--- src/source/div_pkg.sv ---
// ~~~~~~~~~~~~~~~~~~~~~~~~~~~~~~~~~~~~~~~~~~~~~~~~~~~~~~~~~~~~~~~~~~~
// NUM_LANES may range 1..8; TAG_W must cover NUM_LANES tags in flight
// ~~~~~~~~~~~~~~~~~~~~~~~~~~~~~~~~~~~~~~~~~~~~~~~~~~~~~~~~~~~~~~~~~~~
`default_nettype none

package div_pkg;

    localparam int XLEN      = 64;
    localparam int NUM_LANES = 4;
    localparam int TAG_W     = 4;

    // lane index width is at least 1 for a single lane
    localparam int LANE_IDX_W = (NUM_LANES > 1) ? $clog2(NUM_LANES) : 1;

    // ~~~~~~~~~~~~~~~~~~~~~~~~~~~~~~~~~~~~~~~~~~~~~~~~~~~~~~~~~~~~~~~~~~~
    // opcodes
    // bit 0 unsigned, bit 1 remainder, bit 2 word form
    // ~~~~~~~~~~~~~~~~~~~~~~~~~~~~~~~~~~~~~~~~~~~~~~~~~~~~~~~~~~~~~~~~~~~
    localparam int OP_W = 3;

    localparam logic [OP_W-1:0] OP_DIV   = 3'd0;
    localparam logic [OP_W-1:0] OP_DIVU  = 3'd1;
    localparam logic [OP_W-1:0] OP_REM   = 3'd2;
    localparam logic [OP_W-1:0] OP_REMU  = 3'd3;
    localparam logic [OP_W-1:0] OP_DIVW  = 3'd4;
    localparam logic [OP_W-1:0] OP_DIVUW = 3'd5;
    localparam logic [OP_W-1:0] OP_REMW  = 3'd6;
    localparam logic [OP_W-1:0] OP_REMUW = 3'd7;

    // ~~~~~~~~~~~~~~~~~~~~~~~~~~~~~~~~~~~~~~~~~~~~~~~~~~~~~~~~~~~~~~~~~~~
    // lane timing
    // ~~~~~~~~~~~~~~~~~~~~~~~~~~~~~~~~~~~~~~~~~~~~~~~~~~~~~~~~~~~~~~~~~~~
    localparam int DIV_STEPS = 64;

    // prep + steps + fixup
    localparam int LANE_CYCLES = DIV_STEPS + 2;

endpackage

`default_nettype wire

--- src/source/div_dispatch.sv ---
// ~~~~~~~~~~~~~~~~~~~~~~~~~~~~~~~~~~~~~~~~~~~~~~~~~~~~~~~~~~~~~~~~~~~
// req while busy is not accepted; the requester must hold off
// ~~~~~~~~~~~~~~~~~~~~~~~~~~~~~~~~~~~~~~~~~~~~~~~~~~~~~~~~~~~~~~~~~~~
`timescale 1ns/1ns
`default_nettype none

module div_dispatch (
    input  logic                           clk,
    input  logic                           rst_n,
    input  logic                           req,
    input  logic [div_pkg::NUM_LANES-1:0]  occupied,
    output logic [div_pkg::NUM_LANES-1:0]  start,
    output logic                           busy
);
    import div_pkg::*;

    logic [LANE_IDX_W-1:0] ptr_q;
    logic [LANE_IDX_W-1:0] pick;

    assign busy = &occupied;

    // first free lane at or after the pointer
    always_comb begin
        int   idx;
        logic found;
        found = 1'b0;
        pick  = ptr_q;
        for (int k = 0; k < NUM_LANES; k++) begin
            idx = int'(ptr_q) + k;
            if (idx >= NUM_LANES) begin
                idx = idx - NUM_LANES;
            end
            if (!found && !occupied[idx]) begin
                found = 1'b1;
                pick  = LANE_IDX_W'(idx);
            end
        end
        start = '0;
        if (req && found) begin
            start[pick] = 1'b1;
        end
    end

    // pointer moves just past the lane started
    always_ff @(posedge clk or negedge rst_n) begin
        if (!rst_n) begin
            ptr_q <= '0;
        end else if (|start) begin
            if (pick == LANE_IDX_W'(NUM_LANES - 1)) begin
                ptr_q <= '0;
            end else begin
                ptr_q <= pick + 1'b1;
            end
        end
    end

    // ~~~~~~~~~~~~~~~~~~~~~~~~~~~~~~~~~~~~~~~~~~~~~~~~~~~~~~~~~~~~~~~~~~~
    // checks
    // ~~~~~~~~~~~~~~~~~~~~~~~~~~~~~~~~~~~~~~~~~~~~~~~~~~~~~~~~~~~~~~~~~~~
    a_start_onehot: assert property (@(posedge clk) disable iff (!rst_n)
        $onehot0(start));

    // requester must see busy before issuing
    a_no_req_busy: assert property (@(posedge clk) disable iff (!rst_n)
        !(req && busy));

endmodule

`default_nettype wire

--- config.mk ---
export PLATFORM = sky130hd
export DESIGN_NAME = div_dispatch
export DESIGN_NICKNAME = d
export VERILOG_FILES = /design/src/source/div_pkg.sv /design/src/source/div_dispatch.sv
export SDC_FILE = /design/constraint.sdc
export NUM_CORES = 1
export LEC_CHECK = 0
export ABC_AREA = 1
export BUFFER_PORTS_ARGS = -buffer_cell sky130_fd_sc_hd__buf_2
export CAP_MARGIN = 20
export CORE_ASPECT_RATIO = 0.8
export CORE_MARGIN = 2
export CORE_UTILIZATION = 25
export CTS_CLUSTER_SIZE = 12
export DETAILED_ROUTE_END_ITERATION = 8
export GPL_TIMING_DRIVEN = 1
export PLACE_DENSITY = 0.4
export SYNTH_ARGS = -nofsm -noshare
export SYNTH_HDL_FRONTEND = slang
export SYNTH_SLANG_ARGS = --single-unit
export TNS_END_PERCENT = 100
--- constraint.sdc ---
create_clock -name clk -period 2.3 [get_ports clk]
set_input_delay 0.46 -clock clk [delete_from_list [all_inputs] [get_ports clk]]
set_output_delay 0.46 -clock clk [all_outputs]
set_load 0.05 [all_outputs]
# Yosys cells after proc, flatten, opt, wreduce, memory -nomap -nowiden
# Index checks and enable logic that the tools add are counted.
# totals
out_inout_bits	5
word_cells	60
ff_bits	2
in_bits	7
# op_classes
mux	28
reduce_logical	12
order_cmp	10
n_eq_ne	1
add_sub_neg	8
# op_table
op	count
$lt A32 B4 Y1 const B	4
$mux W32	4
$mux W1	13
$sub A3 B3 Y4 const B	3
$mux W2	5
$ge A3 B3 Y1 const B	3
$bmux W1 S2	4
$add A2 B2 Y3 const B	2
$logic_and A1 B1 Y1	5
$logic_not A1 Y1	5
$mux W4	1
$reduce_and A4 Y1	1
$reduce_or A4 Y1	1
$sub A2 B3 Y4 const B	1
$add A2 B1 Y3 const B	1
$ge A2 B3 Y1 const B	1
$lt A2 B3 Y1 const B	1
$add A2 B1 Y2 const B	1
$demux W1 S2	1
$eq A2 B2 Y1 const B	1
$ge A2 B1 Y1 const B	1

# Logic depth before layout (Yosys ltp)
# logic_depth
ltp_word	21
mapped_depth	17
mapped_depth_nobuf	16

# Worst setup path after synthesis
# OpenSTA, ideal clock, no wires.
# synth_timing
path_kind	flip-flop to output port
from	register ptr_q[0]
to	output port start[3] (netlist bit)
path_stages_with_launch	14
path_buffers	1
t_required_ns	1.840
t_arrival_ns	2.074
setup_slack_ns	-0.234
cell_sequence	dfrtp_1 inv_2 buf_6 nand2_1 nand2_1 nand2_1 nand2_2 nand3_1 nand3_1 nand2_1 a21oi_1 ha_1 inv_1 nor2_1
# synth_via
elab_chain_cells	20
word_cells_on_any_way	50
cone_classes	add/sub (7); order compare (6); mux (27); reduce/logical (10)
# synth_lines
item	line	text
start: declaration	div_dispatch.sv:17	logic [LANE_IDX_W-1:0] ptr_q;
start signal: assignment	div_dispatch.sv:52	ptr_q <= pick + 1'b1;
$add A2 B1 Y3	div_dispatch.sv:29	idx = int'(ptr_q) + k;
$sub A3 B3 Y4 / $ge A3 B3 Y1 (equally long branches)	div_dispatch.sv:31, div_dispatch.sv:30	
$mux W32	div_dispatch.sv:30	if (idx >= NUM_LANES) begin
$bmux W1 S2	div_dispatch.sv:33	if (!found && !occupied[idx]) begin
$mux W1 (implied by the code) (2 in a row)	div_dispatch.sv:33	
$logic_not A1 Y1	div_dispatch.sv:33	
$logic_and A1 B1 Y1	div_dispatch.sv:33	
$mux W1	div_dispatch.sv:33	
(+3 left out)	-	
$logic_not A1 Y1	div_dispatch.sv:33	
$logic_and A1 B1 Y1	div_dispatch.sv:33	
$mux W2	div_dispatch.sv:33	
$lt A2 B3 Y1 (implied by the code) / $ge A2 B1 Y1 (equally long branches)	div_dispatch.sv:40	start[pick] = 1'b1;
$logic_and A1 B1 Y1 (implied by the code)	div_dispatch.sv:40	
$mux W1 (implied by the code)	div_dispatch.sv:40	
$demux W1 S2	div_dispatch.sv:40	
$mux W4 *	div_dispatch.sv:39	if (req && found) begin
end: declaration	div_dispatch.sv:12	output logic [div_pkg::NUM_LANES-1:0] start,
# Every way passes the cells marked *; elsewhere a longest branch is shown, timed or not. The select of a mux whose other input is x is not followed.

# Worst setup path after layout
# Same ends and word-level chain as after synthesis.

==> reports/metrics.yaml <==
global_route:
  grt.overflow.total: 0
  grt_pass1_wl_mm: 2.36
  first_global_vias: 584
  grt_start_max_net_pins: 11
  antenna_found_initial: 0
  grt_util_all_layers_pct: 11.5
sta:
  worstMarginPinSlew_ns: 0.393
  fin_worst_skew_ns: 0.00131
  hold_viol: 0
  post-route-period-util_pct: 111
  timing.final.max_slew_violations: 0
  finalWorstSetupSlack_ns: -0.242
  rsz0062_at_grt: "yes"
  finalSetupTns_ns: -0.975
  max_freq_ghz: 0.393
  slew_headroom_pct: 73.7
  period_minus_slack_ns: 2.54
  setup_viol_count_final: 6
yosys:
  syn_nets: 105
  ys_seq_area_share_pct: 9.11
  synth_compound_area_share_pct: 5.01
  synth_cell_types: 19
  yosys.area_share.simple_pct: 63.1
  yosys.area_share.xor_xnor_pct: 0
  synth_mux_area_share_pct: 0
  ys_seq_elements: 2
  yosysMostFrequentCell: "nand2_1"
  yosys.area.top_type: "nand2_1"
  synth-edff-count: 0
  synth_area_leaders: "nand2_1 (25%), nand2_2 (11%), dfrtp_1 (9.1%)"
  syn_area_um2: 549
  synthAdderAreaFrac_pct: 9.11
  avgSynthCellArea_um2: 5.84
  synth_top_family_by_area: "simple AND/OR/NAND/NOR gates"
  yosys_warnings: 0
  yosys.area.top_type_share_pct: 25.3
  synth-main-ff-cell: "dfrtp_1"
  yosys-top-cells-count: "nand2_1 (37), inv_1 (12), nand2_2 (10)"
  async_flop_share_pct: 100
  synthCells: 94
final_layout:
  drive_gt1_share_pct: 66.9
  multi_input_area_um2: 563
  top_regs: "ptr_q (2)"
  fin_cells: 149
  area_growth_pct: 75.4
  fill_cells: 231
  finalNetCount: 137
  n_antenna_cell: 0
  largest-register: "ptr_q"
  largest_register_ff_count: 2
  register_area_um2: 52.6
cts:
  path_clk_slew_ns: 0.03
  holdBufCountCts: 0
  cts_tree: "built"
  cts_root_buffer: "clkbuf_4"
  cts_sinks: 2
  cts_buffer_depth: 2
  cts_max_level: 1
  insertion_delay_ns: 0.22
  cts_buffers: 3
floorplanning:
  rows: 15
  coreArea_um2: 2120
  initial_utilization_pct: 25.9
  fp.dieW_um: 56.4
  die_y_um: 45.9
  ioPinCount: 12
  dieArea_um2: 2590
detailed_routing:
  drc: 0
  post_drt_via_cell_ratio: 4.44
  antenna_left: 0
  drt_wl_total_mm: 1.60
  vias: 661
  drt_iter0_drc: 9
  post_drt_wl_per_cell_um: 10.8
  drt_pass1_iterations: 4
status:
  failed_checks: "negative setup slack"
  outcome: "finished with violations"
critical_path:
  cp_data_arrival_time_ns: 2.08
  crit_type: "flip-flop to primary output"
  cp.required_ns: 1.84
  startpoint_type: "flip-flop"
  worstPathMaxFanout: 5
  ff2ff_path_depth: 16
  crit_path_end_kind: "primary output"
flow_run:
  cap_violations: 0
placed_design:
  portBuffers: 11
  dp_hpwl_mm: 1.04
  dp.cells: 137
  place.gp.congestion: 0.828
  dp_slack_ns: -0.124
hold_path:
  hold_class: "input port to async pin"
## placed cells by master, fill, tap and decap left out, drive strengths merged
master,instances
dfrtp,2
clkinv,2
nand4,2
a41oi,1
inv,13
ha,4
nand3,9
or2,1
nor2,6
o21ai,2
a21oi,1
nand2,50
buf,28
clkbuf,3
## metrics by stage
stage / utilization, % / area (um2) / hold slack [ns]
floorplan: - / 579 / 0.164
global placement: 33.5 / 711 / 0.245
detailed placement: 33.5 / 711 / 0.247
CTS: 39.5 / 838 / 0.00164
global route: 45.4 / 963 / 0.00809
finish: 45.4 / 963 / 0.0136
## cell type report
cell class              instances  area share [%]
multi-input cells              76            58.4
repair buffers                 28            23.5
inverters                      14            6.49
flip-flops and latches          2            5.45
well taps                      25            3.25
clock buffers                   3            2.34
repair inverters                1           0.519
## metal layers
metal / vias to the layer above / share of wire [%] / wire (um) / track usage, %
met5: - / 0 / 0 / 0
met4: 0 / 0 / 0 / 4.76
met3: 0 / 0.94 / 15 / 0
met2: 5 / 52 / 828 / 19.1
met1: 305 / 47 / 758 / 16.1
li1: 351 / - / - / -
## worst paths after layout
check,from,end,slack (ns)
worst max-delay path,ptr_q[0],start[3],-0.24
worst min-delay path,rst_n,ptr_q[1],0.01
worst max register to register,ptr_q[0],ptr_q[0],-0.08
worst min register to register,ptr_q[1],ptr_q[1],0.79
max in group asynchronous,rst_n,ptr_q[0],2.18
min in group clk,ptr_q[1],ptr_q[1],0.79
## critical path, cell delays in order, from the launching register on
cell     delay, ns
dfrtp_2       0.45
buf_6         0.16
nand2_2       0.07
nand2_2       0.07
nand2_2       0.08
nand2_4       0.07
nand3_4       0.09
nand2_2       0.06
nand2_2       0.07
nand2_2       0.07
a21oi_2       0.17
ha_2          0.19
inv_2         0.05
nor2_4        0.09
buf_8         0.15
## kinds of logic (layout without fill, tap and decap cells)
logic type / count (synthesis) / after routing
AND/OR/NAND/NOR: 68 / 68
buffers and inverters: 16 / 46
adder cells (fa/ha/maj): 4 / 4
AO/OA/AOI/OAI: 4 / 4
flip-flops: 2 / 2
## what timing repair did
item	4_1_cts	5_1_grt
resized for setup	28	26
pin swaps	9	22
cloned	1	1
endpoints found under the hold margin	0	0
setup endpoints to repair	6	6
buffers inserted	4	3
Power is left out: the tool's default activity adds up to more than one toggle a clock period on the data nets, which glitch-free logic cannot reach.
