==> src/source/div_pkg.sv <==
// ~~~~~~~~~~~~~~~~~~~~~~~~~~~~~~~~~~~~~~~~~~~~~~~~~~~~~~~~~~~~~~~~~~~
// NUM_LANES may range 1..8; TAG_W must cover NUM_LANES tags in flight
// ~~~~~~~~~~~~~~~~~~~~~~~~~~~~~~~~~~~~~~~~~~~~~~~~~~~~~~~~~~~~~~~~~~~
`default_nettype none

package div_pkg;

    localparam int XLEN      = 64;
    localparam int NUM_LANES = 4;
    localparam int TAG_W     = 4;

    // lane index width is at least 1 for a single lane
    localparam int LANE_IDX_W = (NUM_LANES > 1) ? $clog2(NUM_LANES) : 1;

    // ~~~~~~~~~~~~~~~~~~~~~~~~~~~~~~~~~~~~~~~~~~~~~~~~~~~~~~~~~~~~~~~~~~~
    // opcodes
    // bit 0 unsigned, bit 1 remainder, bit 2 word form
    // ~~~~~~~~~~~~~~~~~~~~~~~~~~~~~~~~~~~~~~~~~~~~~~~~~~~~~~~~~~~~~~~~~~~
    localparam int OP_W = 3;

    localparam logic [OP_W-1:0] OP_DIV   = 3'd0;
    localparam logic [OP_W-1:0] OP_DIVU  = 3'd1;
    localparam logic [OP_W-1:0] OP_REM   = 3'd2;
    localparam logic [OP_W-1:0] OP_REMU  = 3'd3;
    localparam logic [OP_W-1:0] OP_DIVW  = 3'd4;
    localparam logic [OP_W-1:0] OP_DIVUW = 3'd5;
    localparam logic [OP_W-1:0] OP_REMW  = 3'd6;
    localparam logic [OP_W-1:0] OP_REMUW = 3'd7;

    // ~~~~~~~~~~~~~~~~~~~~~~~~~~~~~~~~~~~~~~~~~~~~~~~~~~~~~~~~~~~~~~~~~~~
    // lane timing
    // ~~~~~~~~~~~~~~~~~~~~~~~~~~~~~~~~~~~~~~~~~~~~~~~~~~~~~~~~~~~~~~~~~~~
    localparam int DIV_STEPS = 64;

    // prep + steps + fixup
    localparam int LANE_CYCLES = DIV_STEPS + 2;

endpackage

`default_nettype wire

==> src/source/div_collect.sv <==
// ~~~~~~~~~~~~~~~~~~~~~~~~~~~~~~~~~~~~~~~~~~~~~~~~~~~~~~~~~~~~~~~~~~~
// one result per cycle, no output stall; results may leave out of order
// ~~~~~~~~~~~~~~~~~~~~~~~~~~~~~~~~~~~~~~~~~~~~~~~~~~~~~~~~~~~~~~~~~~~
`timescale 1ns/1ns
`default_nettype none

module div_collect (
    input  logic                          clk,
    input  logic                          rst_n,
    input  logic [div_pkg::NUM_LANES-1:0] result_valid,
    input  logic [div_pkg::XLEN-1:0]      lane_result [div_pkg::NUM_LANES],
    input  logic [div_pkg::TAG_W-1:0]     lane_tag [div_pkg::NUM_LANES],
    output logic [div_pkg::NUM_LANES-1:0] drain,
    output logic                          done,
    output logic [div_pkg::TAG_W-1:0]     done_tag,
    output logic [div_pkg::XLEN-1:0]      result
);
    import div_pkg::*;

    logic [LANE_IDX_W-1:0] ptr_q;
    logic [LANE_IDX_W-1:0] pick;
    logic                  any_valid;

    // first finished lane at or after the pointer
    always_comb begin
        int idx;
        any_valid = 1'b0;
        pick      = ptr_q;
        for (int k = 0; k < NUM_LANES; k++) begin
            idx = int'(ptr_q) + k;
            if (idx >= NUM_LANES) begin
                idx = idx - NUM_LANES;
            end
            if (!any_valid && result_valid[idx]) begin
                any_valid = 1'b1;
                pick      = LANE_IDX_W'(idx);
            end
        end
        drain = '0;
        if (any_valid) begin
            drain[pick] = 1'b1;
        end
    end

    always_ff @(posedge clk or negedge rst_n) begin
        if (!rst_n) begin
            ptr_q <= '0;
            done  <= 1'b0;
        end else begin
            done <= any_valid;
            if (any_valid) begin
                if (pick == LANE_IDX_W'(NUM_LANES - 1)) begin
                    ptr_q <= '0;
                end else begin
                    ptr_q <= pick + 1'b1;
                end
            end
        end
    end

    // output payload is meaningful only with done
    always_ff @(posedge clk) begin
        if (any_valid) begin
            done_tag <= lane_tag[pick];
            result   <= lane_result[pick];
        end
    end

    // ~~~~~~~~~~~~~~~~~~~~~~~~~~~~~~~~~~~~~~~~~~~~~~~~~~~~~~~~~~~~~~~~~~~
    // checks
    // ~~~~~~~~~~~~~~~~~~~~~~~~~~~~~~~~~~~~~~~~~~~~~~~~~~~~~~~~~~~~~~~~~~~
    a_drain_legal: assert property (@(posedge clk) disable iff (!rst_n)
        $onehot0(drain) && ((drain & ~result_valid) == '0));

endmodule

`default_nettype wire

==> config.mk <==
export PLATFORM = sky130hd
export DESIGN_NAME = div_collect
export DESIGN_NICKNAME = d
export VERILOG_FILES = /design/src/source/div_pkg.sv /design/src/source/div_collect.sv
export SDC_FILE = /design/constraint.sdc
export NUM_CORES = 1
export LEC_CHECK = 0
export ABC_AREA = 0
export CAP_MARGIN = 20
export CORE_AREA = 2 2 137 139
export DETAILED_ROUTE_END_ITERATION = 12
export DIE_AREA = 0 0 139 141
export DONT_BUFFER_PORTS = 1
export PLACE_DENSITY = 0.44
export SLEW_MARGIN = 15
export SYNTH_ARGS = -nofsm -noshare
export SYNTH_HDL_FRONTEND = slang
export SYNTH_SLANG_ARGS = --single-unit
==> constraint.sdc <==
create_clock -name clk -period 3.7 [get_ports clk]
set_clock_uncertainty 0.1 [all_clocks]
set_input_delay 0.74 -clock clk [delete_from_list [all_inputs] [get_ports clk]]
set_output_delay 0.74 -clock clk [all_outputs]
set_load 0.1 [all_outputs]
# Yosys cells after proc, flatten, opt, wreduce, memory -nomap -nowiden
# Cells that the tools add are included.
[totals]
register_bits = 71
out_inout_bits = 73
word_cells = 66
[classes]
n_addsub = 8
n_lt_le_gt_ge = 11
n_eq_ne = 1
n_mux = 34
bitwise = 1
reduce_logical = 7
[ops]
columns = ["cell", "count"]
rows = [
  ["binary-select mux 64 bit (select 2 bit)", 1],
  ["less-than comparator 32 x 4 -> 1 bit (second input constant)", 4],
  ["2-to-1 mux 32 bit", 4],
  ["2-to-1 mux 64 bit", 2],
  ["2-to-1 mux 1 bit", 13],
  [">= comparator 3 bit (second input constant)", 4],
  ["2-to-1 mux 4 bit", 3],
  ["subtractor 3 x 3 -> 4 bit (second input constant)", 3],
  ["2-to-1 mux 2 bit", 5],
  ["binary-select mux 1 bit (select 2 bit)", 4],
  ["binary-select mux 4 bit (select 2 bit)", 1],
  ["adder 2 x 2 -> 3 bit (second input constant)", 2],
  ["logical AND 1 bit", 4],
  ["subtractor 2 x 3 -> 4 bit (second input constant)", 1],
  ["adder 2 x 1 -> 3 bit (second input constant)", 1],
  [">= comparator 2 x 3 -> 1 bit (second input constant)", 1],
  ["logical NOT 1 bit", 3],
  ["less-than comparator 2 x 3 -> 1 bit (second input constant)", 1],
  ["inverter 2 -> 3 bit", 1],
  ["adder 2 x 1 -> 2 bit (second input constant)", 1],
  ["demux 1 bit (select 2 bit)", 1],
  ["== test 2 bit (second input constant)", 1],
  [">= comparator 2 x 1 -> 1 bit (second input constant)", 1],
]

# Logic depth before layout (Yosys ltp)
# Gate-level depths: netlist of the first run.
[depth]
ltp_word = 20
depth_mapped = 8

# Worst setup path after synthesis of the first run
# Ideal clock, no wire load.
[synth_timing]
kind = "input port to output port"
from = "in result_valid[0] (netlist bit)"
to = "out drain[2] (netlist bit)"
arrival_time_ps = 3626
required_ps = 2860
slack_ps = -766
stages = 5
path_buffers = 1
path_cell_list = "nor2b_2 > nor4_2 > nor2_4 > buf_2 > nor3_1"
[synth_between]
elab_chain_cells = 18
word_cells_on_any_way = 32
[synth_rtl]
columns = ["item", "line_no", "text"]
rows = [
  ["start, declared", "div_collect.sv:10", "input logic [div_pkg::NUM_LANES-1:0] result_valid,"],
  ["binary-select mux 1 bit (select 2 bit)", "div_collect.sv:34", "if (!any_valid && result_valid[idx]) begin"],
  ["2-to-1 mux 1 bit (not written as such) (2 in series)", "div_collect.sv:34", ""],
  ["2-to-1 mux 1 bit", "div_collect.sv:34", ""],
  ["logical NOT 1 bit", "div_collect.sv:34", ""],
  ["logical AND 1 bit", "div_collect.sv:34", ""],
  ["2-to-1 mux 1 bit", "div_collect.sv:34", ""],
  ["logical NOT 1 bit", "div_collect.sv:34", ""],
  ["logical AND 1 bit", "div_collect.sv:34", ""],
  ["2-to-1 mux 1 bit", "div_collect.sv:34", ""],
  ["logical NOT 1 bit", "div_collect.sv:34", ""],
  ["logical AND 1 bit", "div_collect.sv:34", ""],
  ["2-to-1 mux 2 bit", "div_collect.sv:34", ""],
  ["less-than comparator 2 x 3 -> 1 bit (not written as such) / >= comparator 2 x 1 -> 1 bit (equally long branches)", "div_collect.sv:41", "drain[pick] = 1'b1;"],
  ["logical AND 1 bit (not written as such)", "div_collect.sv:41", ""],
  ["2-to-1 mux 1 bit (not written as such)", "div_collect.sv:41", ""],
  ["demux 1 bit (select 2 bit)", "div_collect.sv:41", ""],
  ["2-to-1 mux 4 bit (*)", "div_collect.sv:40", "if (any_valid) begin"],
  ["end, declared", "div_collect.sv:13", "output logic [div_pkg::NUM_LANES-1:0] drain,"],
]
# Mark *: on every way between the ends. The rest lies on a longest branch, timed or not. The select of a mux whose other input is x is not followed.

# Final worst setup path of the first run
[layout_timing]
from = "in result_valid[0] (netlist bit)"
to = "out drain[3] (netlist bit)"
# The elaborated chain is that of the path after synthesis.

==> results of run 1 <==
==> layer usage <==
metal,global-route usage,vias up
met1,0.172,1803
met5,0,-
met2,0.247,201
met3,0.0510,15
met4,0.0431,0
li1,-,1725
==> sequential cells by signal (all words and copies together), names as in the netlist <==
name / flops
result: 64
ptr_q: 2
done_tag: 4
done: 1
==> logic make-up (layout without fill, tap and decap cells) <==
kind of cell,count (synthesis),count (layout),share of synthesized area
muxes,2,2,0.00448
and+or+nand+nor,152,152,0.128
DFF,71,71,0.421
adders and majority gates,1,1,0.00249
buffers and inverters,47,34,0.0811
AOI/OAI and AO/OA,207,207,0.363
==> cell type report <==
cell class | instances | share of cell area
Tap cell | 234 | 0.0532
Inverter | 3 | 0.00318
Multi-Input combinational cell | 362 | 0.462
Clock inverter | 7 | 0.0220
Clock buffer | 9 | 0.0409
Timing Repair Buffer | 15 | 0.0345
Sequential cell | 71 | 0.385
==> worst max-delay path, stage by stage <==
cell      delay (ns)
nor2b_2         0.15
nor4_2          0.36
nor2_4          0.11
clkinv_2        0.12
ha_1            0.14
nor2b_2         0.18
buf_12          0.19
==> final timing paths <==
path / endpoint / slack, ns / cells past startpoint
max: drain[3] / 0.87 / 7
min: ptr_q[1] / 0.55 / 1
max reg2reg: result[34] / 1.31 / 7
min reg2reg: ptr_q[1] / 0.55 / 1
max in group asynchronous: done / 2.79 / 1
min in group asynchronous: ptr_q[0] / 0.56 / 1
==> synthesized netlist by cell type <==
master    number
mux2_2         2
nand2_1      136
buf_2         19
edfxtp_1      68
nor3_2         1
buf_12         5
buf_4          7
clkbuf_1       2
o21a_1         1
nor4_2         2
nor3b_2        1
nor2b_2        1
clkinv_2       1
nor2b_1        3
a21oi_1       66
nor2_1         1
inv_1          1
nor3_1         4
dfrtp_1        3
and3b_1        1
nor2b_4        1
a22oi_2       68
buf_6          8
buf_8          3
a21oi_2       70
nor2_4         1
ha_1           1
inv_6          1
o21ai_4        1
a211o_1        1
==> metrics by stage <==
step | hold slack [ns] | worst slack [ns] | instance area, um^2 | instances | util
6_report | 0.554 | 0.866 | 5510 | 701 | 0.301
5_1_grt | 0.549 | 0.755 | 5510 | 701 | 0.301
4_1_cts | 0.544 | 0.846 | 5510 | 701 | 0.301
3_5_place_dp | 0.345 | 0.856 | 5150 | 684 | 0.282
3_3_place_gp | 0.345 | 0.866 | 5150 | 684 | 0.282
2_1_floorplan | 0.344 | 0.105 | 5050 | 480 | -
==> impl_results.md, run 1 <==
- Core area: 18300 um^2
- Count of final hold-check violations: 0
- Area of the multi-input gates: 2540 um^2
- CTS max path bufs: 2
- Vias in the first global route: 3725
- Skew-Pair Late Insertion Delay: 0.33 ns
- Area share of the largest cell type after synthesis: 0.406
- First-pass GRT wire length: 22100 um
- Crit. Startpoint: result_valid[0]
- Postcts setup bufs: 0
- Inserted Diodes: 0
- Uppermost layer routed: met4
- Most frequent cells in the layout: nand2_1 (136), a21oi_2 (70), a22oi_2 (68), edfxtp_1 (68), a21oi_1 (66)
- Max-cap violations: 0
- Critical Path Fanout Max: 5
- Layout cells sized above 1: 0.396
- Syn_area_per_cell: 10.5 um^2
- CTS Sinks: 71
- Synthesized instance count: 480
- Worst EP required: 2.86 ns
- # DRC: 0
- Pin count of the biggest net entering global routing: 80
- Yosys top cell by area: edfxtp_1
- Endpoints failing setup: 0
- Grt ovf: 0
- Post-route ant nets: 0
- FP Rows: 50
- DRT Pass-1 Iters: 5
- # resized after CTS: 0
- WP data arrival: 1.99 ns
- Die Y: 141 um
- Drt first-iter violations: 214
- Routability Congestion: 0.837
- Seq/Total Area, Yosys: 0.421
- TritonCTS buffer count: 9
- Final net count: 741
- Startpoint type of the worst setup path: input pin
- Die Wd: 139 um
- Final Critical Period: 2.83 ns
- Via count: 3744
- Area contributors post-synth: edfxtp_1 (41%), a22oi_2 (17%), a21oi_2 (12%), nand2_1 (10%), a21oi_1 (6.6%)
- # H-tree levels: 3
- WL met3: 1230 um
- Avg Vias per Cell: 5.34
- Storage cell area: 2120 um^2
- # fillers: 1887
- Critical Path Sink Type: output pin
- Die Area: 19600 um^2
- Setup_tns: 0 ns
- Area Overhead vs Synth: 9.45%
- Metal2 WL: 7740 um
- Number of distinct library cells after synthesis: 30
- Routed len/inst: 21.3 um
- CTS tree: built
- Initial Util: 0.275
- Synthesized area: 5030 um^2
- I/O pins: 351
- R2r startpoint: ptr_q[0]
- RSZ-0062 raised after global routing: false
- PortBufs: 0
- Worst slew pin tran: 0.977 ns
- Hold_buf cts: 1
- Fmax: 353 MHz
- Synth Register Bits: 71
- Antenna violations before repair: 0
- Critical path type: input pin to output pin
- Tightest Hold Check Type: register to register
- Hold path start: ptr_q[1]
- Status: completed
- Post-route clock period utilization: 0.766
- Dpl hpwl: 11700 um
- Total wire length: 15000 um
- Slew Viols, Final: 0
- Clock Tree Root: clkbuf_16
- Net Count, Synth: 759
- M1 WL: 5770 um
- YS warnings: 0
- Clock-pin slew of the registers on the worst-case setup and hold paths: 0.06 ns
- GRT Util Overall: 0.145
- Most common cell after layout, fill and taps aside: nand2_1
- Normalized max-slew margin: 0.350
Power of run 1 is not shown: default switching activity piles up to over one toggle a cycle in this logic, so the estimate is an artifact.
==> run 2, diff against run 1 <==
==> constraint.sdc (replaced) <==
create_clock -name clk -period 2.8 [get_ports clk]
set_clock_uncertainty 0.1 [all_clocks]
set_input_delay 0.56 -clock clk [delete_from_list [all_inputs] [get_ports clk]]
set_output_delay 0.56 -clock clk [all_outputs]
set_load 0.1 [all_outputs]
==> run 2 against run 1 <==
Die area unchanged. Non-clock buffer count increased by 7. Wire length increased by 0.32%. Global-route usage about the same. Final area increased by 0.20%. Clock-buffer cell count unchanged. Flip-flop and latch count unchanged. Sequential share of layout area decreased by 0.078 points.
==> impl_results.md, run 2 (synthesis results as in run 1) <==
- Status: completed
- # DRC: 0 (unchanged)
- Post-layout util: 0.302 (+0.000616)
- Max-cap violations: 0 (unchanged)
- # H-tree levels: 3 (unchanged)
- Layout cells sized above 1: 0.404 (+0.00766)
- Die Wd: 139 um (unchanged)
- # resized after CTS: 0 (unchanged)
- Worst path max stage delay: 0.45 ns (+0.09 ns)
- Clock Tree Root: clkbuf_16
- Worst slew pin tran: 0.937 ns (-0.0400 ns)
- Skew-Pair Late Insertion Delay: 0.33 ns (about the same)
- Reg2reg end: done_tag[1]
- Final Critical Period: 2.69 ns
- RSZ-0062 raised after global routing: false
- Flop2flop setup slack: 0.52 ns (-0.79 ns)
- CTS Sinks: 71 (unchanged)
- Die Y: 141 um (unchanged)
- Startpoint type of the worst setup path: register
- R2r worst-path depth: 7 (unchanged)
- Most frequent cells in the layout: nand2_1 (136), a21oi_2 (70), a22oi_2 (68), edfxtp_1 (68), a21oi_1 (66)
- Normalized max-slew margin: 0.377 (+0.0266)
- PortBufs: 0 (unchanged)
- Clock-pin slew of the registers on the worst-case setup and hold paths: 0.06 ns (about the same)
- CTS max path bufs: 2 (unchanged)
- Crit path max-delay family: flip-flops
- Post-route ant nets: 0 (unchanged)
- Initial Util: 0.275 (unchanged)
- Core area: 18300 um^2 (unchanged)
- GRT Util Overall: 0.144 (-0.000342)
- First-pass GRT wire length: 21900 um (-0.97%)
- Count of final hold-check violations: 0 (unchanged)
- Slew Viols, Final: 0 (unchanged)
- DRT Pass-1 Iters: 5 (unchanged)
- Inserted Diodes: 0 (unchanged)
- Final net count: 748 (+0.94%)
- Slowest cell on crit path: dfrtp_1
- Most common cell after layout, fill and taps aside: nand2_1
- Critical Path Fanout Max: 15 (+10)
- WP data arrival: 2.03 ns (+0.04 ns)
- Dpl hpwl: 11500 um (-1.7%)
- Drt first-iter violations: 246 (+15%)
- Vias in the first global route: 3861 (+3.7%)
- CTS tree: built
- Worst EP required: 2.14 ns (-0.72 ns)
- Worst path cell trace: nor2b_2, nor3_2, o21ai_4, inv_6, ha_1, nor2b_4, buf_12
- FP Rows: 50 (unchanged)
- I/O pins: 351 (unchanged)
- Avg Vias per Cell: 5.40 (+1.1%)
- R2r startpoint: ptr_q[0]
- Storage cell area: 2120 um^2 (unchanged)
- Routability Congestion: 0.864 (+3.3%)
- Post-route clock period utilization: 0.962
- Grt ovf: 0 (unchanged)
- Critical path buffer and inverter count: 2 (unchanged)
- Top reg by flops: result
- Pin count of the biggest net entering global routing: 135 (+69%)
- Total wire length: 15000 um (+0.32%)
- Area Overhead vs Synth: 9.68%
- Critical Path Sink Type: output pin
- Antenna violations before repair: 0 (unchanged)
- Area of the multi-input gates: 2550 um^2 (+0.54%)
- Routed len/inst: 21.2 um (-0.53%)
- Critical path type: register to output pin
- Endpoints failing setup: 0 (unchanged)
- Die Area: 19600 um^2 (unchanged)
- Biggest regs: result x64, done_tag x4, ptr_q x2
- Via count: 3816 (+1.9%)
- TritonCTS buffer count: 9 (unchanged)
- Max reg flops: 64 (unchanged)
- Tightest Hold Check Type: input pin to async pin
- Fmax: 371 MHz
- # fillers: 1879 (-0.42%)
run 2: changes by cell type in the layout (fill, tap and decap cells not counted), moves of 2 or more:
cell / previous run / this run
bufinv_16: 3 / 1
buf_4: 8 / 15
clkinvlp_4: 0 / 4
clkinv_4: 3 / 0
run 2: what timing repair did:
item | 4_1_cts | 5_1_grt
hold buffers | 1 | 0
setup endpoints to repair | 0 | 0
hold endpoints to repair | 3 | 0
setup buffers | 0 | 0
run 2: how the worst max path moves through the flow:
stage | slack, ns | endpoint | cells past startpoint | from
floorplan | -0.30 | ptr_q[0] | 3 | result_valid[2]
global placement | 0.35 | drain[3] | 7 | result_valid[0]
detailed placement | 0.33 | drain[3] | 7 | result_valid[0]
CTS | 0.08 | drain[3] | 7 | ptr_q[0]
global route | 0.02 | drain[3] | 7 | ptr_q[0]
finish | 0.11 | drain[3] | 7 | ptr_q[0]
run 2: metal layers:
metal	GRT usage	up-vias	share of wire
met4	0.0627	0	0.021
met3	0.0506	23	0.086
met5	0	-	0
li1	-	1741	-
met1	0.166	1835	0.39
met2	0.243	217	0.51
run 2: final cells by class:
type,count,share of cell area
Clock buffer,9,0.0408
Timing Repair Buffer,22,0.0440
Clock inverter,6,0.0113
Sequential cell,71,0.384
Inverter,3,0.00386
Tap cell,234,0.0531
Multi-Input combinational cell,362,0.463
run 2: worst reg2reg max path, cell delays in order, from the launching register on:
cell,delay [ns]
dfrtp_1,0.46
nor2b_2,0.09
nor4_2,0.35
nor2_4,0.10
clkinv_2,0.13
buf_4,0.55
a21oi_1,0.16
a22oi_2,0.18
run 2: per-stage QoR:
step	TNS, ns	hold slack, ns	std cells	setup slack, ns	area [um^2]
finish	0	0.374	707	0.105	5520
CTS	0	0.358	707	0.0782	5520
global route	0	0.365	707	0.0160	5520
global placement	0	0.165	691	0.354	5220
floorplan	-12.01	0.164	480	-0.303	5090
detailed placement	0	0.165	691	0.330	5220
Power of run 2 is left out for the same reason.
