<file path="src/source/div_pkg.sv">
// ~~~~~~~~~~~~~~~~~~~~~~~~~~~~~~~~~~~~~~~~~~~~~~~~~~~~~~~~~~~~~~~~~~~
// NUM_LANES may range 1..8; TAG_W must cover NUM_LANES tags in flight
// ~~~~~~~~~~~~~~~~~~~~~~~~~~~~~~~~~~~~~~~~~~~~~~~~~~~~~~~~~~~~~~~~~~~
`default_nettype none

package div_pkg;

    localparam int XLEN      = 64;
    localparam int NUM_LANES = 4;
    localparam int TAG_W     = 4;

    // lane index width is at least 1 for a single lane
    localparam int LANE_IDX_W = (NUM_LANES > 1) ? $clog2(NUM_LANES) : 1;

    // ~~~~~~~~~~~~~~~~~~~~~~~~~~~~~~~~~~~~~~~~~~~~~~~~~~~~~~~~~~~~~~~~~~~
    // opcodes
    // bit 0 unsigned, bit 1 remainder, bit 2 word form
    // ~~~~~~~~~~~~~~~~~~~~~~~~~~~~~~~~~~~~~~~~~~~~~~~~~~~~~~~~~~~~~~~~~~~
    localparam int OP_W = 3;

    localparam logic [OP_W-1:0] OP_DIV   = 3'd0;
    localparam logic [OP_W-1:0] OP_DIVU  = 3'd1;
    localparam logic [OP_W-1:0] OP_REM   = 3'd2;
    localparam logic [OP_W-1:0] OP_REMU  = 3'd3;
    localparam logic [OP_W-1:0] OP_DIVW  = 3'd4;
    localparam logic [OP_W-1:0] OP_DIVUW = 3'd5;
    localparam logic [OP_W-1:0] OP_REMW  = 3'd6;
    localparam logic [OP_W-1:0] OP_REMUW = 3'd7;

    // ~~~~~~~~~~~~~~~~~~~~~~~~~~~~~~~~~~~~~~~~~~~~~~~~~~~~~~~~~~~~~~~~~~~
    // lane timing
    // ~~~~~~~~~~~~~~~~~~~~~~~~~~~~~~~~~~~~~~~~~~~~~~~~~~~~~~~~~~~~~~~~~~~
    localparam int DIV_STEPS = 64;

    // prep + steps + fixup
    localparam int LANE_CYCLES = DIV_STEPS + 2;

endpackage

`default_nettype wire

</file>
<file path="src/source/div_lane.sv">
// ~~~~~~~~~~~~~~~~~~~~~~~~~~~~~~~~~~~~~~~~~~~~~~~~~~~~~~~~~~~~~~~~~~~
// fixed latency of LANE_CYCLES, no early exit; result held until drain
// ~~~~~~~~~~~~~~~~~~~~~~~~~~~~~~~~~~~~~~~~~~~~~~~~~~~~~~~~~~~~~~~~~~~
`timescale 1ns/1ns
`default_nettype none

module div_lane (
    input  logic                        clk,
    input  logic                        rst_n,
    input  logic                        start,
    input  logic                        drain,
    input  logic [div_pkg::OP_W-1:0]    op,
    input  logic [div_pkg::TAG_W-1:0]   tag,
    input  logic [div_pkg::XLEN-1:0]    dividend,
    input  logic [div_pkg::XLEN-1:0]    divisor,
    output logic                        occupied,
    output logic                        result_valid,
    output logic [div_pkg::XLEN-1:0]    result,
    output logic [div_pkg::TAG_W-1:0]   result_tag
);
    import div_pkg::*;

    logic                         prep_q;
    logic                         run_q;
    logic                         fix_q;
    logic [$clog2(DIV_STEPS)-1:0] step_q;
    logic                         last_step;

    logic [OP_W-1:0] op_q;
    logic [XLEN-1:0] quo_q;
    logic [XLEN-1:0] rem_q;
    logic [XLEN-1:0] dsr_q;
    logic            q_neg_q;
    logic            r_neg_q;
    logic            dz_q;
    logic            ovf_q;

    logic            is_uns;
    logic            want_rem;
    logic            is_word;
    logic [XLEN-1:0] a_ext;
    logic [XLEN-1:0] b_ext;
    logic [XLEN-1:0] a_min;
    logic            a_neg;
    logic            b_neg;
    logic [XLEN:0]   rem_shift;
    logic [XLEN+1:0] trial;
    logic [XLEN-1:0] quo_fix;
    logic [XLEN-1:0] rem_fix;
    logic [XLEN-1:0] pick;

    assign is_uns   = op_q[0];
    assign want_rem = op_q[1];
    assign is_word  = op_q[2];

    // ~~~~~~~~~~~~~~~~~~~~~~~~~~~~~~~~~~~~~~~~~~~~~~~~~~~~~~~~~~~~~~~~~~~
    // preparation from the raw operands held in quo_q and dsr_q
    // ~~~~~~~~~~~~~~~~~~~~~~~~~~~~~~~~~~~~~~~~~~~~~~~~~~~~~~~~~~~~~~~~~~~
    always_comb begin
        a_ext = quo_q;
        b_ext = dsr_q;
        a_min = {1'b1, {(XLEN-1){1'b0}}};
        if (is_word) begin
            a_ext = {{(XLEN-32){quo_q[31] & !is_uns}}, quo_q[31:0]};
            b_ext = {{(XLEN-32){dsr_q[31] & !is_uns}}, dsr_q[31:0]};
            a_min = {{(XLEN-31){1'b1}}, {31{1'b0}}};
        end
        a_neg = !is_uns && a_ext[XLEN-1];
        b_neg = !is_uns && b_ext[XLEN-1];
    end

    // one restoring step
    assign rem_shift = {rem_q, quo_q[XLEN-1]};
    assign trial     = {1'b0, rem_shift} - {2'b00, dsr_q};
    assign last_step = run_q && (step_q == $bits(step_q)'(DIV_STEPS - 1));

    // ~~~~~~~~~~~~~~~~~~~~~~~~~~~~~~~~~~~~~~~~~~~~~~~~~~~~~~~~~~~~~~~~~~~
    // fixup
    // ~~~~~~~~~~~~~~~~~~~~~~~~~~~~~~~~~~~~~~~~~~~~~~~~~~~~~~~~~~~~~~~~~~~
    always_comb begin
        quo_fix = q_neg_q ? -quo_q : quo_q;
        // on divide by zero the remainder path already yields the dividend
        rem_fix = r_neg_q ? -rem_q : rem_q;
        if (dz_q) begin
            quo_fix = '1;
        end
        if (ovf_q) begin
            quo_fix = is_word ? {{(XLEN-31){1'b1}}, {31{1'b0}}}
                              : {1'b1, {(XLEN-1){1'b0}}};
            rem_fix = '0;
        end
        pick = want_rem ? rem_fix : quo_fix;
        if (is_word) begin
            pick = {{(XLEN-32){pick[31]}}, pick[31:0]};
        end
    end

    always_ff @(posedge clk or negedge rst_n) begin
        if (!rst_n) begin
            occupied     <= 1'b0;
            prep_q       <= 1'b0;
            run_q        <= 1'b0;
            fix_q        <= 1'b0;
            step_q       <= '0;
            result_valid <= 1'b0;
        end else begin
            prep_q <= start;
            fix_q  <= last_step;
            if (start) begin
                occupied <= 1'b1;
            end else if (drain) begin
                occupied <= 1'b0;
            end
            if (prep_q) begin
                run_q  <= 1'b1;
                step_q <= '0;
            end else if (run_q) begin
                step_q <= step_q + 1'b1;
                if (last_step) begin
                    run_q <= 1'b0;
                end
            end
            if (fix_q) begin
                result_valid <= 1'b1;
            end else if (drain) begin
                result_valid <= 1'b0;
            end
        end
    end

    always_ff @(posedge clk) begin
        if (start) begin
            op_q       <= op;
            result_tag <= tag;
            quo_q      <= dividend;
            dsr_q      <= divisor;
        end else if (prep_q) begin
            quo_q   <= a_neg ? -a_ext : a_ext;
            dsr_q   <= b_neg ? -b_ext : b_ext;
            rem_q   <= '0;
            q_neg_q <= a_neg ^ b_neg;
            r_neg_q <= a_neg;
            dz_q    <= (b_ext == '0);
            ovf_q   <= !is_uns && (b_ext == '1) && (a_ext == a_min);
        end else if (run_q) begin
            if (!trial[XLEN+1]) begin
                rem_q <= trial[XLEN-1:0];
                quo_q <= {quo_q[XLEN-2:0], 1'b1};
            end else begin
                rem_q <= rem_shift[XLEN-1:0];
                quo_q <= {quo_q[XLEN-2:0], 1'b0};
            end
        end
        if (fix_q) begin
            result <= pick;
        end
    end

    // ~~~~~~~~~~~~~~~~~~~~~~~~~~~~~~~~~~~~~~~~~~~~~~~~~~~~~~~~~~~~~~~~~~~
    // checks
    // ~~~~~~~~~~~~~~~~~~~~~~~~~~~~~~~~~~~~~~~~~~~~~~~~~~~~~~~~~~~~~~~~~~~
    a_start_free: assert property (@(posedge clk) disable iff (!rst_n)
        start |-> !occupied);

    a_drain_valid: assert property (@(posedge clk) disable iff (!rst_n)
        drain |-> result_valid);

    // result_valid is set on the LANE_CYCLES-th edge after the start edge
    a_latency: assert property (@(posedge clk) disable iff (!rst_n)
        start |-> ##(LANE_CYCLES + 1) $rose(result_valid));

endmodule

`default_nettype wire

</file>
<file path="config.mk">
export PLATFORM = sky130hd
export DESIGN_NAME = div_lane
export DESIGN_NICKNAME = d
export VERILOG_FILES = /design/src/source/div_pkg.sv /design/src/source/div_lane.sv
export SDC_FILE = /design/constraint.sdc
export NUM_CORES = 1
export LEC_CHECK = 0
export BUFFER_PORTS_ARGS = -buffer_cell sky130_fd_sc_hd__buf_2
export CAP_MARGIN = 30
export CORE_ASPECT_RATIO = 2
export CORE_MARGIN = 5
export CORE_UTILIZATION = 45
export CTS_BUF_LIST = sky130_fd_sc_hd__clkbuf_4 sky130_fd_sc_hd__clkbuf_8
export CTS_CLUSTER_DIAMETER = 40
export CTS_CLUSTER_SIZE = 14
export DETAILED_ROUTE_END_ITERATION = 8
export GPL_ROUTABILITY_DRIVEN = 0
export PLACE_DENSITY = 0.64
export SLEW_MARGIN = 20
export SYNTH_ARGS = -nofsm -noshare
export SYNTH_HDL_FRONTEND = slang
export SYNTH_SLANG_ARGS = --single-unit
</file>
<file path="constraint.sdc">
create_clock -name clk -period 10.52 [get_ports clk]
set_input_delay 1.578 -clock clk [delete_from_list [all_inputs] [get_ports clk]]
set_output_delay 1.578 -clock clk [all_outputs]
set_load 0.01 [all_outputs]
</file>
# After elaboration in Yosys (flattened, before gate mapping)
# Index checks and enable logic that the tools add are counted.
# op_classes
mux	28
n_reduce_logical	14
n_bitwise	4
order_cmp	0
multipliers	0
add_sub_neg	6
eq_ne	3
div_mod_pow	0
shifts	0
# op_table
operator	count
2-to-1 mux 64 bit	18
negator 64 bit	4
subtractor 65 x 64 -> 66 bit	1
== test 64 bit	1
== test 64 bit (second input constant)	1
zero test 64 bit	1
2-to-1 mux 63 bit	1
2-to-1 mux 6 bit	2
nonzero test 2 bit	4
2-to-1 mux 1 bit	7
adder 6 x 1 -> 6 bit (second input constant)	1
== test 6 bit (second input constant)	1
logical AND 1 bit	5
AND reduction 2 bit	2
nonzero test 3 bit	1
bitwise AND 1 bit	2
zero test 1 bit	1
NOT 1 bit	1
XOR 1 bit	1
# word_totals
latch_bits	0
in_bits	139
mem_bits_ro	0
out_inout_bits	70
ramBits	0
n_memories	0
reg_bits	278
elab_cells	71

# Depth between registers and ports, before layout
# Gate-level depths: netlist (run 1).
# depth
word_depth	7
depth_mapped	15
ltp_nobuf	12

# Least setup slack after synthesis (run 1)
# OpenSTA, ideal clock, no wires.
# synth_timing
path_type	input to register
from	input start
to	register rem_q[0] (enable)
setup_time_ns	0.486
arrival_time_ns	4.911
setup_slack_ns	5.123
path_buffers	3
required_time_ns	10.034
path_stages	4
cell_sequence	clkbuf_1 -> clkbuf_1 -> clkbuf_1 -> nor2_1
# synth_between
elab_chain_cells	2
# synth_lines
element	line	source
start: declaration	div_lane.sv:10	input logic start,
NOT 1 bit (no source line)	n/a	
AND reduction 2 bit (no source line)	n/a	
end signal: assignment	div_lane.sv:147	rem_q <= trial[XLEN-1:0];
end signal: assignment	div_lane.sv:150	rem_q <= rem_shift[XLEN-1:0];
end: declaration	div_lane.sv:31	logic [XLEN-1:0] rem_q;
# No other way between the ends.
# A chain may end at the register's enable or synchronous reset.

# Final worst setup path (run 1)
# layout_timing
from	register quo_q[63]
to	register rem_q[54], data pin
# layout_between
elab_chain_cells	3
# layout_lines
element	line	source
start: declaration	div_lane.sv:30	logic [XLEN-1:0] quo_q;
start signal: assignment	div_lane.sv:135	quo_q <= dividend;
start signal: assignment	div_lane.sv:138	quo_q <= a_neg ? -a_ext : a_ext;
start signal: assignment	div_lane.sv:148	quo_q <= {quo_q[XLEN-2:0], 1'b1};
subtractor 65 x 64 -> 66 bit	div_lane.sv:74	assign trial = {1'b0, rem_shift} - {2'b00, dsr_q};
2-to-1 mux 64 bit	div_lane.sv:146	if (!trial[XLEN+1]) begin
2-to-1 mux 64 bit	div_lane.sv:145	end else if (run_q) begin
# No other way between the ends. The select of a mux whose other input is x is not followed.

==> key figures, run 1 <==
Global routing
  • Total gr overflow: 0
  • Gr usage total: a little over a quarter
  • Vias in the first global route: ~21000
  • Pin count of the biggest net entering global routing: 87
  • Antenna violations before repair: 4
  • Global-route wire length before repair: approximately 120000 µm

Worst setup path
  • R2R Path Start: quo_q[63]
  • Worst path depth: 13
  • Crit-path slowest cell: a2111oi_1
  • WP buf/inv: 2
  • Worst Reg-to-Reg Cells: 13
  • CP required: around 11 ns
  • Startpoint Class: register
  • Worst setup path class: reg2reg
  • Critical path arrival: ~5.0 ns
  • Top cell family by delay on the critical path: simple AND/OR/NAND/NOR gates
  • Cells along the critical path: buf_4, inv_1, ha_1, fa_1, nor2b_1, o2111ai_1, a2111oi_1, o311ai_0, nand3_1, and4_1, nor3_1, or4b_2, a21oi_1
  • R2r endpoint: rem_q[54]
  • CP endpoint kind: register
  • Capture point of the worst path: rem_q[54]
  • Max stage delay on crit path: about 0.66 ns
  • Worst-path fanout max: 7
  • R2R setup slack: a little under 6 ns
  • Critical Path Source: quo_q[63]

Floorplanning
  • Core area: just under 50000 µm²
  • Std-Cell Rows: between 100 and 150
  • Die Height: between 300 and 400 µm
  • Die X-Extent: roughly 170 µm
  • Die footprint: between 50000 and 60000 µm²
  • Starting density of the core: between 40% and 50%
  • Ports: between 200 and 250

Final layout
  • Finished Layout Cells: approximately 3300
  • Synth-to-Final Area Change: 10.3%
  • Final net count: 2884
  • Post-layout util: between 50% and 60%
  • Post-route design area: between 20000 and 25000 µm²
  • Share of cells above drive strength 1: 13.9%

Timing
  • Max Slew Vio Count: 0
  • RSZ-0062 raised after global routing: false
  • Final setup fails: 0
  • Final worst slack: just under 6 ns
  • Setup TNS Final: 0 ns
  • Worst-Margin Slew: 1.10 ns
  • Final Cycle Share: a little over two fifths
  • Hold Fails Final Rpt: 0
  • Tmin final: 4.56 ns
  • Clk_skew: around 0.026 ns
  • Fmax: about 220 MHz
  • Slew Limit Headroom: between 20% and 30%

Clock network
  • Post-CTS setup buffer count: 0
  • Cts bufs inserted: 37
  • Clk sinks: approximately 280
  • Clock Latency Late Sink: approximately 0.62 ns
  • Clock slew at reported path FFs: about 0.08 ns
  • Root buffer cell: clkbuf_8
  • Max clock buf depth: 3
  • CTS Hold Bufs: 0
  • CTS tree: done
  • H-tree depth reported by CTS: 2
  • Post-CTS sizing: 0

Drt
  • Routed wl met2: 38200 µm
  • Via count: 20800
  • Top Metal Used: met5
  • WL/cell: 22.7 µm
  • Initial DRC count: ~1900
  • WL met1: 27600 µm
  • Residual DRC: 0
  • Number of routed nets with antenna violations: 0
  • DR pass1 iterations: 5
  • Routed vias/inst: between 6 and 7
  • DRT Wirelength: approximately 76000 µm
  • Met3 WL: 5220 µm

Worst hold path
  • Hold Crit Start: result_valid
  • Min-Delay Path Class: reg2reg

Logic synthesis
  • Post-synth EDFFs: 267
  • Synth cell count leaders: edfxtp_1, nand2_1, o21ai_0
  • Syn Inst Count: approximately 2600
  • Yosys reg bits: between 200 and 300
  • Top-area cell type share of the netlist area: a little over a third
  • Top FF cell, synth: edfxtp_1
  • Syn Std Cell Area: roughly 22000 µm²
  • Average size of a mapped cell: around 8.7 µm²
  • Most frequent cell after synthesis: edfxtp_1
  • Register area share after synthesis: roughly 37%
  • Cell taking the most area after synthesis: edfxtp_1
  • Unique masters post-synth: 90
  • Ys async rst share: roughly 4.0%
  • Yosys warning count: 0
  • Synth top area cells: edfxtp_1, xnor2_1, xor2_1
  • Syn Nets: ~2800

Placement
  • Port Buffer Count: 208
  • Detail Placement HPWL: between 50000 and 60000 µm
  • Setup slack at placement: 6.03 ns
  • Post-DP Area: ~24000 µm²
  • Cell Count Post-Placement: roughly 3300

Power
  • LEAKAGE: 9.38 nW
  • Worst vdd ir: roughly 0.13 mV
  • P per Cell Area: between 200 and 250 nW/µm²

Status
  • Outcome: complete, no violations

Run
  • # Max-Cap Violations: 0
==> metal layers <==
| metal | GRT usage (%) | vias up |
|---|---|---|
| met5 | 0 | - |
| met4 | 14.9 | 4 |
| met3 | 4.16 | 243 |
| met2 | 47.0 | 1034 |
| met1 | 29.7 | 9757 |
| li1 | - | 9801 |
==> where the power goes <==
group | total, mW | internal, mW | switching [mW]
Clock | 0.927 | 0.409 | 0.518
Sequential | 1.74 | 1.46 | 0.284
Combinational | 2.41 | 0.953 | 1.45
==> worst min-delay path by stage <==
stage,end,depth (start not counted)
6_report,result_valid,1
3_5_place_dp,result_valid,1
5_1_grt,occupied,1
3_3_place_gp,occupied,1
2_1_floorplan,step_q[1],2
4_1_cts,result_valid,1
==> cell usage in the layout, fill, tap and decap left out, types with 10 or more instances in the layout <==
cell type and instances:
o21ai_0 228, o31a_1 10, o41ai_1 20, clkbuf_8 39, buf_4 28, ha_1 69
a21oi_1 164, a22o_1 25, a31oi_1 22, nor4_1 35, buf_2 207, o211ai_1 15
mux2i_1 28, o31ai_1 42, o21bai_1 15, and2_1 10, nor2_1 175, or3_1 34
nor2b_1 17, nand3_1 35, nand4_1 56, o21a_1 14, a22oi_1 32, nor3_1 62
nand2b_1 23, inv_1 124, xnor2_1 139, edfxtp_1 267, or4_1 24, a221o_1 11
and3_1 12, a221oi_1 35, a211oi_1 39, or2_2 19, nand2_1 260, xor2_1 131
a21o_1 43
==> sequential cells by signal, summed over array words and instances, names as in the netlist, 3 cells and up <==
| signal | flops |
|---|---|
| dsr_q | 64 |
| quo_q | 64 |
| rem_q | 64 |
| result | 64 |
| step_q | 6 |
| result_tag | 4 |
| op_q | 3 |
==> area by class of cell <==
| cell class | count | area, µm² |
|---|---|---|
| clock buffers | 41 | 552 |
| multi-input cells | 1991 | 13000 |
| repair buffers | 241 | 1330 |
| clock inverters | 24 | 250 |
| well taps | 643 | 805 |
| inverters | 126 | 473 |
| fillers | 4696 | 24600 |
| flip-flops and latches | 278 | 8300 |
| diodes | 1 | 2.50 |
==> metrics by stage <==
stage	hold slack (ns)	total power [mW]
2_1_floorplan	0.513	3.45
6_report	0.493	5.07
5_1_grt	0.503	5.37
3_3_place_gp	0.462	4.03
3_5_place_dp	0.464	4.08
4_1_cts	0.494	5.02
==> worst register-to-register path, stage by stage (launching register included) <==
cell and delay, ns:
edfxtp_1 0.33, buf_4 0.19, inv_1 0.13, ha_1 0.24, fa_1 0.42, nor2b_1 0.21, o2111ai_1 0.28, a2111oi_1 0.66
o311ai_0 0.40, nand3_1 0.37, and4_1 0.32, nor3_1 0.06, or4b_2 0.63, a21oi_1 0.15
==> cells by family (layout without fill, tap and decap cells) <==
group           Yosys count  after routing  share of synthesized area, %
simple gates            813            813                          18.3
compound gates          805            805                          23.6
buf+inv                 299            432                          5.09
flops                   278            278                          37.0
xor+xnor                270            270                          10.5
fa+ha+maj                70             70                          3.94
mux                      33             33                          1.50
other cells               0              1                             0
Note: power is estimated with default switching activity, not from simulation.
==> run 2, diff against run 1 <==
--- a/config.mk
+++ b/config.mk
@@ -5,6 +5,7 @@
 export SDC_FILE = /design/constraint.sdc
 export NUM_CORES = 1
 export LEC_CHECK = 0
+export ABC_AREA = 1
 export BUFFER_PORTS_ARGS = -buffer_cell sky130_fd_sc_hd__buf_2
 export CAP_MARGIN = 30
 export CORE_ASPECT_RATIO = 2
==> constraint.sdc (replaced) <==
create_clock -name clk -period 4.5 [get_ports clk]
set_input_delay 0.675 -clock clk [delete_from_list [all_inputs] [get_ports clk]]
set_output_delay 0.675 -clock clk [all_outputs]
set_load 0.01 [all_outputs]
==> key figures, run 2 <==
Status
  • Outcome: complete, no violations

Worst setup path
  • Worst Reg-to-Reg Cells: 15 (+2)
  • Max stage delay on crit path: 0.48 ns (-0.18 ns)
  • R2R Path Start: dsr_q[25]
  • R2R setup slack: 0.97 ns (-5.00 ns)
  • Worst-path fanout max: 45 (+38)
  • Crit-path slowest cell: edfxtp_1
  • Worst setup path class: reg2reg
  • CP endpoint kind: register
  • Cells along the critical path: inv_1, ha_1, nand2_1, nor2_1, inv_1, nor3_1, nand2_1, nand2_1, inv_1, nand2_2, nand2_4, nand2_4, inv_2, nor2_1, nor2_1
  • CP required: 4.90 ns (-6.06 ns)
  • Critical Path Source: dsr_q[25]
  • Capture point of the worst path: rem_q[13]
  • Startpoint Class: register
  • Critical path arrival: 3.93 ns (-1.06 ns)
  • R2r endpoint: rem_q[13]

Power
  • Worst vdd ir: 0.228 mV (+75%)
  • Logic pwr share: 44.8% (-2.6 points)
  • Pint: 5.76 mW (+100%)
  • Switching Power: 4.93 mW (+120%)
  • LEAKAGE: 14.7 nW (+57%)
  • P per Cell Area: 364 nW/µm² (+77%)
  • Clock share of power: 21.7% (+3.4 points)
  • Sequential Power Share: 33.5% (-0.8 points)
  • Switching portion of total power: 46.1% (+1.7 points)

Drt
  • DR pass1 iterations: 9 (+4)
  • DRT Wirelength: 111000 µm (+46%)
  • Initial DRC count: 2691 (+45%)
  • WL/cell: 20.6 µm (-9.1%)
  • Residual DRC: 0 (unchanged)
  • Routed vias/inst: 5.54 (-11%)
  • Number of routed nets with antenna violations: 0 (unchanged)
  • Via count: 29700 (+43%)

Clock network
  • Clock Latency Late Sink: 0.64 ns (+0.02 ns)
  • Clock slew at reported path FFs: 0.10 ns (+0.02 ns)
  • CTS Hold Bufs: 1 (+1)
  • Max clock buf depth: 3 (unchanged)
  • Post-CTS sizing: 0 (unchanged)
  • Clk sinks: 278 (unchanged)
  • H-tree depth reported by CTS: 2 (unchanged)
  • Cts bufs inserted: 37 (unchanged)
  • Post-CTS setup buffer count: 0 (unchanged)
  • CTS tree: done
  • Root buffer cell: clkbuf_8

Logic synthesis
  • Average size of a mapped cell: 6.07 µm² (-30%)
  • Cell taking the most area after synthesis: edfxtp_1
  • Yosys reg bits: 278 (unchanged)
  • Top-area cell type share of the netlist area: 30.0% (-5.8 points)
  • Synth cell count leaders: nand2_1, nor2_1, inv_1
  • Syn Inst Count: 4406 (+72%)
  • Register area share after synthesis: 31.0% (-6.0 points)
  • Most frequent cell after synthesis: nand2_1
  • Ys async rst share: 3.96% (unchanged)
  • Syn Std Cell Area: 26700 µm² (+19%)
  • Unique masters post-synth: 48 (-47%)
  • Yosys warning count: 0 (unchanged)
  • Top FF cell, synth: edfxtp_1
  • Syn Nets: 4615 (+66%)
  • Synth top area cells: edfxtp_1, nand2_1, nor2_1
  • Post-synth EDFFs: 267 (unchanged)

Floorplanning
  • Starting density of the core: 45.4% (-0.070 points)
  • Core area: 59000 µm² (+19%)
  • Die footprint: 64700 µm² (+18%)
  • Std-Cell Rows: 126 (+9.6%)
  • Die X-Extent: 182 µm (+8.7%)
  • Ports: 209 (unchanged)
  • Die Height: 355 µm (+8.9%)

Worst hold path
  • WHS Path Cells: 1 (unchanged)
  • Hold Crit Start: tag[2]
  • Min-Delay Path Class: in2reg

Final layout
  • Most frequent cells in the layout: nand2_1, nor2_1, inv_1
  • Share of cells above drive strength 1: 7.94% (-5.9 points)
  • Post-layout util: 49.9% (-0.21 points)
  • Fill cells: 6515 (+39%)
  • Synth-to-Final Area Change: 9.99%
  • Most common cell after layout, fill and taps aside: nand2_1
  • Final net count: 4777 (+66%)

Timing
  • Clk_skew: 0.0263 ns (+0.000394 ns)
  • Final worst slack: 0.969 ns (-5.00 ns)
  • Fmax: 283 MHz (+29%)
  • Slew Limit Headroom: 24.6% (-1.2 points)
  • RSZ-0062 raised after global routing: false
  • Worst Hold Slack: 0.215 ns (-0.278 ns)
  • Worst-Margin Slew: 1.12 ns (+0.0199 ns)
  • Final setup fails: 0 (unchanged)
  • Setup TNS Final: 0 ns (unchanged)
  • Tmin final: 3.53 ns (-1.02 ns)
  • Final Cycle Share: 78.5% (+35 points)
  • Max Slew Vio Count: 0 (unchanged)
  • Hold Fails Final Rpt: 0 (unchanged)

Global routing
  • Global-route wire length before repair: 164000 µm (+41%)
  • Gr usage total: 33.1% (+6.7 points)
  • Pin count of the biggest net entering global routing: 73 (-16%)
  • Vias in the first global route: 28600 (+39%)
  • Total gr overflow: 0 (unchanged)
  • Antenna violations before repair: 2 (-2)

Placement
  • Detail Placement HPWL: 89300 µm (+52%)
  • Setup slack at placement: 1.04 ns (-4.99 ns)
  • Port Buffer Count: 208 (unchanged)

Run
  • # Max-Cap Violations: 0 (unchanged)
==> run 2: cell types whose count changed after synthesis, moves of 28 or more <==
| cell | delta |
|---|---|
| nand2_1 | +1277 |
| a221oi_1 | -33 |
| nor2_1 | +447 |
| clkbuf_1 | -83 |
| xor2_1 | -72 |
| a211oi_1 | -36 |
| or3_1 | -34 |
| inv_1 | +495 |
| nand3_1 | +365 |
| o31ai_1 | -38 |
| xnor2_1 | -126 |
| a21o_1 | -43 |
| mux2i_1 | -28 |
==> run 2: through the flow <==
| stage | area, µm² | cells | total power [mW] |
|---|---|---|---|
| after floorplan | 26700 | 4406 | 6.82 |
| after global placement | 28500 | 5292 | 8.24 |
| after detailed placement | 28500 | 5294 | 8.28 |
| after CTS | 29400 | 5361 | 10.6 |
| after global routing | 29400 | 5364 | 11.4 |
| final | 29400 | 5364 | 10.7 |
==> run 2: layer usage <==
layer	share of wire [%]	vias up	wire [µm]	track usage [%]
li1	-	14500	-	-
met1	33	13200	36900	33.5
met2	49	1523	53800	58.9
met3	7.0	519	7740	4.21
met4	11	0	12200	28.8
met5	0	-	0	0
==> run 2: how the worst min path moves through the flow <==
stage / end / slack, ns
final: result_tag[2] / 0.22
after floorplan: fix_q / 0.38
after detailed placement: step_q[1] / 0.49
after CTS: result_tag[2] / 0.18
after global placement: step_q[1] / 0.48
after global routing: op_q[1] / 0.20
==> run 2: cell type report <==
class	instances	area, µm²	share of cell area (%)
multi-input cells	3369	15500	52.8
flip-flops and latches	278	8290	28.2
inverters	629	2360	8.03
repair buffers	253	1420	4.82
well taps	768	961	3.27
clock buffers	37	509	1.73
clock inverters	29	337	1.14
diodes	1	2.50	0.00851
==> run 2: critical path: cells and delay by family, from the launching register on <==
kind          cells  cell delay (ns)
simple gates     10             1.77
buf+inv           4             0.61
flops             1             0.48
fa+ha+maj         1             0.38
==> run 2: power by group through the flow <==
| stage | Clock (mW) | Sequential [mW] | Combinational [mW] |
|---|---|---|---|
| global route | 2.43 | 3.61 | 5.34 |
| CTS | 2.35 | 3.57 | 4.67 |
| detailed placement | 0 | 3.62 | 4.65 |
| finish | 2.32 | 3.59 | 4.79 |
| global placement | 0 | 3.62 | 4.62 |
| floorplan | 0 | 3.47 | 3.36 |
==> run 2: cells by family after synthesis <==
family	synth area share, %
buffers and inverters	11.1
AND/OR/NAND/NOR	42.4
XOR/XNOR	2.36
AO/OA/AOI/OAI	9.79
adder cells (fa/ha/maj)	3.30
flip-flops	31.0
